## src/source/dram_ctrl_pkg.sv

```systemverilog
package dram_ctrl_pkg;

    ////////////////////////////////////////////////////////////
    // widths
    ////////////////////////////////////////////////////////////

    // data word on both write and read paths
    localparam int WORD_SIZE = 32;
    // front-end byte-free word address
    localparam int ADDR_BITS = 22;
    // bank index sits in addr[1:0]
    localparam int BANK_BITS = 2;
    localparam int NUM_BANKS = 1 << BANK_BITS;
    // row is addr[21:6], column is addr[5:2]
    localparam int ROW_BITS  = 16;
    localparam int COL_BITS  = 4;

    ////////////////////////////////////////////////////////////
    // encodings
    ////////////////////////////////////////////////////////////

    typedef enum logic {
        OP_READ  = 1'b0,
        OP_WRITE = 1'b1
    } op_e;

    typedef enum logic {
        DATA_TYPE_WEIGHTS  = 1'b0,
        DATA_TYPE_FEATURES = 1'b1
    } data_type_e;

    typedef logic [BANK_BITS-1:0] bank_idx_t;
    typedef logic [WORD_SIZE-1:0] word_t;

    // request as seen on the front end, 24 bits
    typedef struct packed {
        op_e                  op;
        data_type_e           data_type;
        logic [ADDR_BITS-1:0] addr;
    } frontend_command_t;

    // command handed to a bank controller, 22 bits
    typedef struct packed {
        op_e                 op;
        data_type_e          data_type;
        logic [ROW_BITS-1:0] row_addr;
        logic [COL_BITS-1:0] col_addr;
    } backend_command_t;

endpackage
```

## src/source/global_controller.sv

```systemverilog
module global_controller
#(
    parameter int ORDER_DEPTH = 16
)
(
    input  logic                                                   i_clk,
    input  logic                                                   i_rst_n,
    // request channel
    input  logic                                                   i_command_valid,
    input  dram_ctrl_pkg::frontend_command_t                       i_command,
    input  dram_ctrl_pkg::word_t                                   i_write_data,
    output logic                                                   o_controller_ready,
    // read data channel
    output logic                                                   o_read_data_valid,
    output dram_ctrl_pkg::word_t                                   o_read_data,
    // bank command channels
    input  logic [dram_ctrl_pkg::NUM_BANKS-1:0]                    i_bank_ready,
    output logic [dram_ctrl_pkg::NUM_BANKS-1:0]                    o_bank_cmd_valid,
    output dram_ctrl_pkg::backend_command_t [dram_ctrl_pkg::NUM_BANKS-1:0] o_bank_cmd,
    output dram_ctrl_pkg::word_t [dram_ctrl_pkg::NUM_BANKS-1:0]    o_bank_wdata,
    // bank return channels
    output logic [dram_ctrl_pkg::NUM_BANKS-1:0]                    o_bank_ren,
    input  logic [dram_ctrl_pkg::NUM_BANKS-1:0]                    i_bank_rdata_valid,
    input  dram_ctrl_pkg::word_t [dram_ctrl_pkg::NUM_BANKS-1:0]    i_bank_rdata
);

    // read-order queue hookup
    logic                     order_push;
    dram_ctrl_pkg::bank_idx_t order_bank;
    logic                     order_pop;
    dram_ctrl_pkg::bank_idx_t head_bank;
    logic                     order_empty;
    logic                     order_full;

    ////////////////////////////////////////////////////////////
    // request to bank steering
    ////////////////////////////////////////////////////////////

    command_dispatch dispatch_i
    (
        .i_rst_n            (i_rst_n),
        .i_command_valid    (i_command_valid),
        .i_command          (i_command),
        .i_write_data       (i_write_data),
        .i_bank_ready       (i_bank_ready),
        .i_order_full       (order_full),
        .o_controller_ready (o_controller_ready),
        .o_bank_cmd_valid   (o_bank_cmd_valid),
        .o_bank_cmd         (o_bank_cmd),
        .o_bank_wdata       (o_bank_wdata),
        .o_order_push       (order_push),
        .o_order_bank       (order_bank)
    );

    // issue order of outstanding reads
    read_order_fifo #(.ORDER_DEPTH(ORDER_DEPTH)) order_fifo_i
    (
        .i_clk       (i_clk),
        .i_rst_n     (i_rst_n),
        .i_push      (order_push),
        .i_push_bank (order_bank),
        .i_pop       (order_pop),
        .o_head_bank (head_bank),
        .o_empty     (order_empty),
        .o_full      (order_full)
    );

    // in-order return path
    read_return_mux return_mux_i
    (
        .i_rst_n            (i_rst_n),
        .i_head_bank        (head_bank),
        .i_empty            (order_empty),
        .i_bank_rdata_valid (i_bank_rdata_valid),
        .i_bank_rdata       (i_bank_rdata),
        .o_bank_ren         (o_bank_ren),
        .o_read_data_valid  (o_read_data_valid),
        .o_read_data        (o_read_data),
        .o_pop              (order_pop)
    );

endmodule

```

## src/source/read_return_mux.sv

```systemverilog
module read_return_mux
(
    input  logic                                                i_rst_n,
    // head of the read-order queue
    input  dram_ctrl_pkg::bank_idx_t                            i_head_bank,
    input  logic                                                i_empty,
    // per-bank return channels
    input  logic [dram_ctrl_pkg::NUM_BANKS-1:0]                 i_bank_rdata_valid,
    input  dram_ctrl_pkg::word_t [dram_ctrl_pkg::NUM_BANKS-1:0] i_bank_rdata,
    output logic [dram_ctrl_pkg::NUM_BANKS-1:0]                 o_bank_ren,
    // front-end read data strobe
    output logic                                                o_read_data_valid,
    output dram_ctrl_pkg::word_t                                o_read_data,
    // retire the head entry
    output logic                                                o_pop
);

    // completed return per bank
    logic [dram_ctrl_pkg::NUM_BANKS-1:0] return_hs;

    ////////////////////////////////////////////////////////////
    // return enable
    ////////////////////////////////////////////////////////////

    // only the oldest read's bank may answer
    always_comb
    begin
        o_bank_ren = '0;
        if (i_rst_n && !i_empty)
        begin
            o_bank_ren[i_head_bank] = 1'b1;
        end
    end

    assign return_hs = o_bank_ren & i_bank_rdata_valid;

    ////////////////////////////////////////////////////////////
    // read data
    ////////////////////////////////////////////////////////////

    assign o_read_data_valid = |return_hs;

    // ren is one-hot so the head index picks the data
    assign o_read_data = o_read_data_valid ? i_bank_rdata[i_head_bank] : '0;

    // queue advances at the next edge
    assign o_pop = o_read_data_valid;

endmodule

```

## src/source/read_order_fifo.sv

```systemverilog
module read_order_fifo
#(
    parameter int ORDER_DEPTH = 16
)
(
    input  logic                     i_clk,
    input  logic                     i_rst_n,
    input  logic                     i_push,
    input  dram_ctrl_pkg::bank_idx_t i_push_bank,
    input  logic                     i_pop,
    output dram_ctrl_pkg::bank_idx_t o_head_bank,
    output logic                     o_empty,
    output logic                     o_full
);

    localparam int PTR_W = $clog2(ORDER_DEPTH);
    localparam int CNT_W = $clog2(ORDER_DEPTH + 1);

    // bank index storage
    dram_ctrl_pkg::bank_idx_t mem [ORDER_DEPTH];
    logic [PTR_W-1:0]         wr_ptr;
    logic [PTR_W-1:0]         rd_ptr;
    logic [CNT_W-1:0]         count;
    logic                     push_en;
    logic                     pop_en;

    // guard against overflow and underflow
    assign push_en = i_push && !o_full;
    assign pop_en  = i_pop && !o_empty;

    ////////////////////////////////////////////////////////////
    // storage
    ////////////////////////////////////////////////////////////

    always_ff @(posedge i_clk)
    begin
        if (push_en)
        begin
            mem[wr_ptr] <= i_push_bank;
        end
    end

    ////////////////////////////////////////////////////////////
    // pointers and occupancy
    ////////////////////////////////////////////////////////////

    always_ff @(posedge i_clk)
    begin
        if (!i_rst_n)
        begin
            wr_ptr <= '0;
            rd_ptr <= '0;
            count  <= '0;
        end
        else
        begin
            // explicit wrap, depth need not be a power of two
            if (push_en)
            begin
                wr_ptr <= (wr_ptr == PTR_W'(ORDER_DEPTH - 1)) ? '0 : wr_ptr + 1'b1;
            end
            if (pop_en)
            begin
                rd_ptr <= (rd_ptr == PTR_W'(ORDER_DEPTH - 1)) ? '0 : rd_ptr + 1'b1;
            end
            // simultaneous push and pop leaves count alone
            case ({push_en, pop_en})
                2'b10:   count <= count + 1'b1;
                2'b01:   count <= count - 1'b1;
                default: count <= count;
            endcase
        end
    end

    // oldest outstanding read
    assign o_head_bank = mem[rd_ptr];
    assign o_empty     = (count == '0);
    assign o_full      = (count == CNT_W'(ORDER_DEPTH));

endmodule

```

## src/source/command_dispatch.sv

```systemverilog
module command_dispatch
(
    input  logic                                                   i_rst_n,
    // front-end request
    input  logic                                                   i_command_valid,
    input  dram_ctrl_pkg::frontend_command_t                       i_command,
    input  dram_ctrl_pkg::word_t                                   i_write_data,
    input  logic [dram_ctrl_pkg::NUM_BANKS-1:0]                    i_bank_ready,
    // read-order queue back-pressure
    input  logic                                                   i_order_full,
    output logic                                                   o_controller_ready,
    // per-bank command channels
    output logic [dram_ctrl_pkg::NUM_BANKS-1:0]                    o_bank_cmd_valid,
    output dram_ctrl_pkg::backend_command_t [dram_ctrl_pkg::NUM_BANKS-1:0] o_bank_cmd,
    output dram_ctrl_pkg::word_t [dram_ctrl_pkg::NUM_BANKS-1:0]    o_bank_wdata,
    // read-order queue push
    output logic                                                   o_order_push,
    output dram_ctrl_pkg::bank_idx_t                               o_order_bank
);

    // target bank from the low address bits
    dram_ctrl_pkg::bank_idx_t         target_bank;
    // address reshaped for the banks
    dram_ctrl_pkg::backend_command_t  bank_cmd;
    logic                             accept;

    assign target_bank = i_command.addr[dram_ctrl_pkg::BANK_BITS-1:0];

    // row from the top bits, column just above the bank index
    assign bank_cmd.op        = i_command.op;
    assign bank_cmd.data_type = i_command.data_type;
    assign bank_cmd.row_addr  =
        i_command.addr[dram_ctrl_pkg::ADDR_BITS-1 -: dram_ctrl_pkg::ROW_BITS];
    assign bank_cmd.col_addr  =
        i_command.addr[dram_ctrl_pkg::BANK_BITS +: dram_ctrl_pkg::COL_BITS];

    ////////////////////////////////////////////////////////////
    // acceptance
    ////////////////////////////////////////////////////////////

    // full queue stalls writes too, keeps ordering simple
    assign accept = i_rst_n && i_command_valid && !i_order_full
                    && i_bank_ready[target_bank];

    // ready only ever reflects a completed transfer
    assign o_controller_ready = accept;

    // one-hot valid toward the target bank
    always_comb
    begin
        o_bank_cmd_valid = '0;
        if (accept)
        begin
            o_bank_cmd_valid[target_bank] = 1'b1;
        end
    end

    // command and data broadcast, only the valid selects
    assign o_bank_cmd   = {dram_ctrl_pkg::NUM_BANKS{bank_cmd}};
    assign o_bank_wdata = {dram_ctrl_pkg::NUM_BANKS{i_write_data}};

    // remember the bank of each accepted read
    assign o_order_push = accept && (i_command.op == dram_ctrl_pkg::OP_READ);
    assign o_order_bank = target_bank;

endmodule

```

## config.mk

```make
export PLATFORM = sky130hd
export DESIGN_NAME = global_controller
export DESIGN_NICKNAME = d
export VERILOG_FILES = /design/src/source/dram_ctrl_pkg.sv /design/src/source/global_controller.sv /design/src/source/read_return_mux.sv /design/src/source/read_order_fifo.sv /design/src/source/command_dispatch.sv
export SDC_FILE = /design/constraint.sdc
export NUM_CORES = 1
export LEC_CHECK = 0
export ABC_AREA = 1
export BUFFER_PORTS_ARGS = -buffer_cell sky130_fd_sc_hd__buf_4
export CAP_MARGIN = 20
export CORE_AREA = 2 2 175 177
export DETAILED_ROUTE_END_ITERATION = 8
export DIE_AREA = 0 0 177 179
export SLEW_MARGIN = 15
export SYNTH_ARGS = -nofsm -noshare
export SYNTH_HDL_FRONTEND = slang
export SYNTH_SLANG_ARGS = --single-unit
```

## constraint.sdc

```tcl
create_clock -name i_clk -period 8.7 [get_ports i_clk]
set_input_delay 0.435 -clock i_clk [delete_from_list [all_inputs] [get_ports i_clk]]
set_output_delay 0.435 -clock i_clk [all_outputs]
set_load 0.03 [all_outputs]
```

## Word level (Yosys, flattened, before mapping)

Memories as Yosys holds them, arrays and structs flattened. A register that Yosys moved wholly into a read port is not among the register bits.
Index checks and enable logic that the tools add are counted.

| cells by class | value |
|---|---|
| $add $sub $neg | 4 |
| order comparisons | 4 |
| equality and inequality tests | 5 |
| multiplexer cells | 18 |
| bitwise logic cells | 2 |
| reductions and logical operators | 14 |

Operators with widths:

| cell | count |
|---|---|
| binary-select mux 32 bit (select 2 bit) | 1 |
| 2-to-1 mux 32 bit | 2 |
| 2-to-1 mux 4 bit | 6 |
| case mux 5 bit (2 select lines) | 1 |
| logical AND 1 bit | 9 |
| adder 4 x 1 -> 4 bit (second input constant) | 2 |
| == test 4 bit (second input constant) | 2 |
| < comparator 2 x 3 -> 1 bit (second input constant) | 2 |
| adder 5 x 1 -> 5 bit (second input constant) | 1 |
| == test 5 bit (second input constant) | 1 |
| logical NOT 5 bit | 1 |
| 2-to-1 mux 1 bit | 5 |
| subtractor 5 x 1 -> 5 bit (second input constant) | 1 |
| AND 4 bit | 1 |
| demux 1 bit (select 2 bit) | 2 |
| >= comparator 2 x 1 -> 1 bit (second input constant) | 2 |
| OR reduction 4 bit | 1 |
| binary-select mux 1 bit (select 2 bit) | 1 |
| == test 2 x 1 -> 1 bit (second input constant) | 1 |
| == test 2 bit (second input constant) | 1 |
| logical NOT 1 bit | 2 |
| nonzero test 2 bit | 1 |
| inverter 1 bit | 1 |

| storage, ports and cells | value |
|---|---|
| register bits | 13 |
| bits in writable memories | 32 |
| bits of input ports | 195 |
| logic and storage cells | 51 |
| memories | 1 |

Memory list:

| name | words | width | read ports | clocked after memory_dff | write ports | RTL line | text |
|---|---|---|---|---|---|---|---|
| order_fifo_i.mem | 16 | 2 | 1 | 1 | 1 | read_order_fifo.sv:20 | `dram_ctrl_pkg::bank_idx_t mem [ORDER_DEPTH];` |

## Longest topological paths before layout

| depth | value |
|---|---|
| depth after elaboration | 10 |
| gate-level depth with buffers | 25 |
| depth with buffers taken out | 24 |

## Hierarchy

From an unflattened synthesis, not the netlist that was laid out.

| second synthesis, totals | value |
|---|---|
| cell total of the unflattened synthesis | 781 |
| area total of the unflattened synthesis | 5163.7 µm² |

By module, submodules not included:

| module | times used | cells each | area an instance (µm²) | seq. area each (µm²) |
|---|---|---|---|---|
| read_order_fifo | 1 | 245 | 2292.2 | 1301.2 |
| command_dispatch | 1 | 242 | 1729.2 | 0.0 |
| read_return_mux | 1 | 294 | 1142.3 | 0.0 |

## Worst setup path before layout

OpenSTA, ideal clock, no wires.

| path | value |
|---|---|
| kind | flip-flop to flip-flop |
| from | register with a tool-made name |
| to | register order_fifo_i.count[4] |
| arrival time | 2822 ps |
| slack | 5759 ps |
| stages on the path, launching flop included | 26 |
| buffers on the path | 2 |
| clock period less this slack | 2941 ps |
| cells stage by stage | dfxtp_1 -> buf_6 -> inv_4 -> buf_6 -> nand2_1 -> nand3_1 -> nand3_1 -> nand3_1 -> nand2_4 -> inv_2 -> nand4_1 -> nand2_2 -> inv_1 -> nand2_1 -> ha_1 -> xor2_1 -> ha_1 -> or2_2 -> nand2_1 -> nand2_1 -> a21oi_1 -> nand2_1 -> nand2_1 -> nor2_1 -> o21ai_0 -> a21oi_1 |

RTL lines:

| element | RTL line | text |
|---|---|---|
| to (signal assigned) | read_order_fifo.sv:68 | `2'b10: count <= count + 1'b1;` |
| to (signal assigned) | read_order_fifo.sv:69 | `2'b01: count <= count - 1'b1;` |
| to (signal assigned) | read_order_fifo.sv:70 | `default: count <= count;` |
| to (decl) | read_order_fifo.sv:23 | `logic [CNT_W-1:0] count;` |

==> impl_metrics.py <==
metrics = {
    "yosys": {
        "synth_cell_types": 29,
        "ys_ff_latch": 49,
        "avgSynthCellArea_um2": 7.712,
        "ys_seq_area_share_pct": 25.60,
        "synth_area_um2": 5082,
        "yosysTopAreaCell": "buf_4",
        "ys_warn_count": 0,
        "syn_inst": 659,
        "ys_top_cells_by_area": "buf_4 (32%), edfxtp_1 (19%), nand2_1 (9.7%), dfxtp_1 (6.7%), a31oi_2 (5.9%)",
        "syn_nets": 863,
        "synth_top_area_share_pct": 32.05,
    },
    "clocking": {
        "numCtsBuffers": 5,
        "cts_setup_buffers": 0,
        "clk_pin_slew_ns": 0.06,
        "cts-resized-gates": 0,
        "clk_latency_ns": 0.28,
        "clockRootBuffer": "clkbuf_16",
        "htree_levels": 2,
        "cts_tree": "yes",
        "cts_sinks": 49,
        "clk_path_buf_depth": 2,
        "cts_hold_buf": 0,
    },
    "power": {
        "power_frac_clock_pct": 20.3,
        "cellPowerDensity_nw_per_um2": 170.1,
        "vdd_ir_drop_max_v": 0.00007841,
        "p_int_mw": 0.5195,
        "p_seq_share_pct": 29.3,
        "p_leak_nw": 2.296,
        "p_sw_mw": 0.3973,
        "netSwitchingFraction_pct": 43.33,
        "comb_power_share_pct": 50.4,
    },
    "timing": {
        "period_needed_ns": 4.211,
        "slew_viol_final": 0,
        "setup_tns_ns": 0,
        "grt_setup_unrepaired": "no",
        "fin_crit_sh_pct": 48.40,
        "max_freq_mhz": 237.5,
        "hold_viol": 0,
        "tightestPinTransition_ns": 0.9467,
        "layout_setup_ws_ns": 4.489,
        "maxSlewHeadroom_pct": 36.74,
        "setup_violations": 0,
        "clock_skew_ns": 0.005480,
    },
    "final_layout": {
        "drive_gt1_share_pct": 38.06,
        "layout_commonest_cell": "buf_4",
        "instances_no_fill": 1016,
        "final_net_count": 823,
        "layout_common_cells": "buf_4 (189), nand2_1 (131), inv_1 (48)",
        "final_util_pct": 17.95,
        "area_delta_synth_final_pct": 6.081,
        "stdcell_area_um2": 5391,
        "fill_cells": 3367,
        "register_area_um2": 1301,
        "multi_input_area_um2": 1838,
        "antenna_cells": 0,
    },
    "detailed_routing": {
        "ant_nets": 0,
        "wire_per_inst_um": 21.78,
        "wl_um": 22130,
        "vias_per_cell": 3.953,
        "route.detailed.drc": 0,
        "drt_pass1_iterations": 5,
        "routed-via-count": 4016,
        "drtIter0Drc": 287,
    },
    "placed_design": {
        "place.gp.congestion": 0.8449,
        "dp_slack_ns": 4.541,
        "port_buffers": 187,
        "dpl_cell_area_um2": 5248,
        "dpl.hpwl_um": 18870,
        "post-place-cells": 1008,
    },
    "min_path": {
        "min_path_type": "in2reg",
    },
    "worst_setup_path": {
        "cpPeakStageDelay_ns": 0.71,
        "ff2ff_setup_slack_ns": 4.49,
        "crit_path_frequent_cell": "nand2_1",
        "critical_path_arrival_ns": 4.39,
        "start_kind": "register",
        "end_kind": "register",
        "path_cells": "inv_4 > nand2_1 > nand2_1 > nand2_1 > nand3_1 > nand3_1 > nand2_4 > nor2_4 > nand3_1 > nand2_2 > inv_1 > nand2_1 > ha_1 > xor2_1 > ha_1 > or2_2 > nand2_1 > nand2_1 > a21oi_1 > nand2_1 > nand2_1 > nor2_1 > o21ai_0 > a21oi_1",
        "crit_required_ns": 8.87,
        "crit_slowest_cell": "nor2_4",
        "crit_fanout": 33,
        "crit_type": "reg2reg",
    },
    "grt": {
        "grt_start_max_net_pins": 38,
        "grt_pass1_wl_um": 28260,
        "grt_pass1_vias": 3710,
        "grt_overflow_total": 0,
        "grt_use_total_pct": 12.87,
        "antenna_found_initial": 0,
    },
    "floorplanning": {
        "io_pins": 453,
        "die_h_um": 179,
        "dieArea_um2": 31680,
        "initial_core_util_pct": 16.92,
        "die_w_um": 177,
        "num_rows": 64,
        "core_region_area_um2": 30030,
    },
    "run_status": {
        "status": "completed",
    },
    "job": {
        "drv_cap": 0,
    },
}
[metrics by stage]
stage                     total power, mW  hold WS (ns)
after floorplan                    0.7457        0.4432
after global placement             0.7335        0.4593
after detailed placement           0.7389        0.4736
after CTS                          0.9251        0.4715
after global routing               0.9683        0.4900
final                              0.9168        0.4741
[logic make-up (layout without fill, tap and decap cells)]
group | count (synthesis) | after routing | synth area share (%)
AO/OA/AOI/OAI | 81 | 81 | 13.29
XOR/XNOR | 6 | 6 | 1.034
adder cells (fa/ha/maj) | 9 | 9 | 2.216
buffers and inverters | 287 | 248 | 38.33
flip-flops | 49 | 49 | 25.60
AND/OR/NAND/NOR | 227 | 227 | 19.52
[per-layer routing]
layer / global-route usage, % / routed length, um / up-vias
li1: - / - / 1856
met1: 12.00 / 6608 / 1800
met2: 15.05 / 7956 / 237
met3: 16.45 / 6262 / 123
met4: 7.472 / 1303 / 0
met5: 0 / 0 / -
[area by class of cell]
| cell class | instances | share of cell area [%] |
|---|---|---|
| Tap cell | 396 | 9.190 |
| Timing Repair Buffer | 189 | 26.32 |
| Clock inverter | 2 | 0.2785 |
| Sequential cell | 49 | 24.14 |
| Clock buffer | 6 | 2.390 |
| Inverter | 51 | 3.597 |
| Multi-Input combinational cell | 323 | 34.09 |
[cells in the mapped netlist, drive strengths merged]
cell type / n
buf: 235
nand2: 136
inv: 51
nand3: 38
nor2: 38
a22oi: 32
a31oi: 32
edfxtp: 32
dfxtp: 17
o21ai: 10
ha: 9
nor3: 9
a21oi: 7
xor2: 6
nand4: 4
clkbuf: 1
nor4: 1
or2: 1
[registers in the layout (all words and copies together) (netlist names), named ones only]
name / flops
order_fifo_i.wr_ptr: 4
order_fifo_i.count: 5
order_fifo_i.rd_ptr: 4
order_fifo_i.mem: 32
[final timing paths]
check,start,to,cells after the start
min reg2reg,order_fifo_i.count[4],order_fifo_i.count[4],1
max,register,order_fifo_i.count[4],24
max reg2reg,register,order_fifo_i.count[4],24
min,i_rst_n,order_fifo_i.wr_ptr[1],3
[power by group through the flow]
stage          Combinational [mW]  Sequential, mW  Clock, mW
6_report                    0.462           0.269      0.186
5_1_grt                     0.499           0.270      0.199
4_1_cts                     0.468           0.268      0.189
3_5_place_dp                0.465           0.274          0
3_3_place_gp                0.460           0.273          0
2_1_floorplan               0.478           0.267          0
[worst max-delay path, delay by kind of cell, from the launching register on]
family	cells	cell delay, ns
AOI/OAI and AO/OA	3	0.37
buffers and inverters	2	0.25
and+or+nand+nor	16	2.25
adders and majority gates	2	0.45
DFF	1	0.67
xor gates and xnor gates	1	0.12
(Power assumes the default switching activity.)
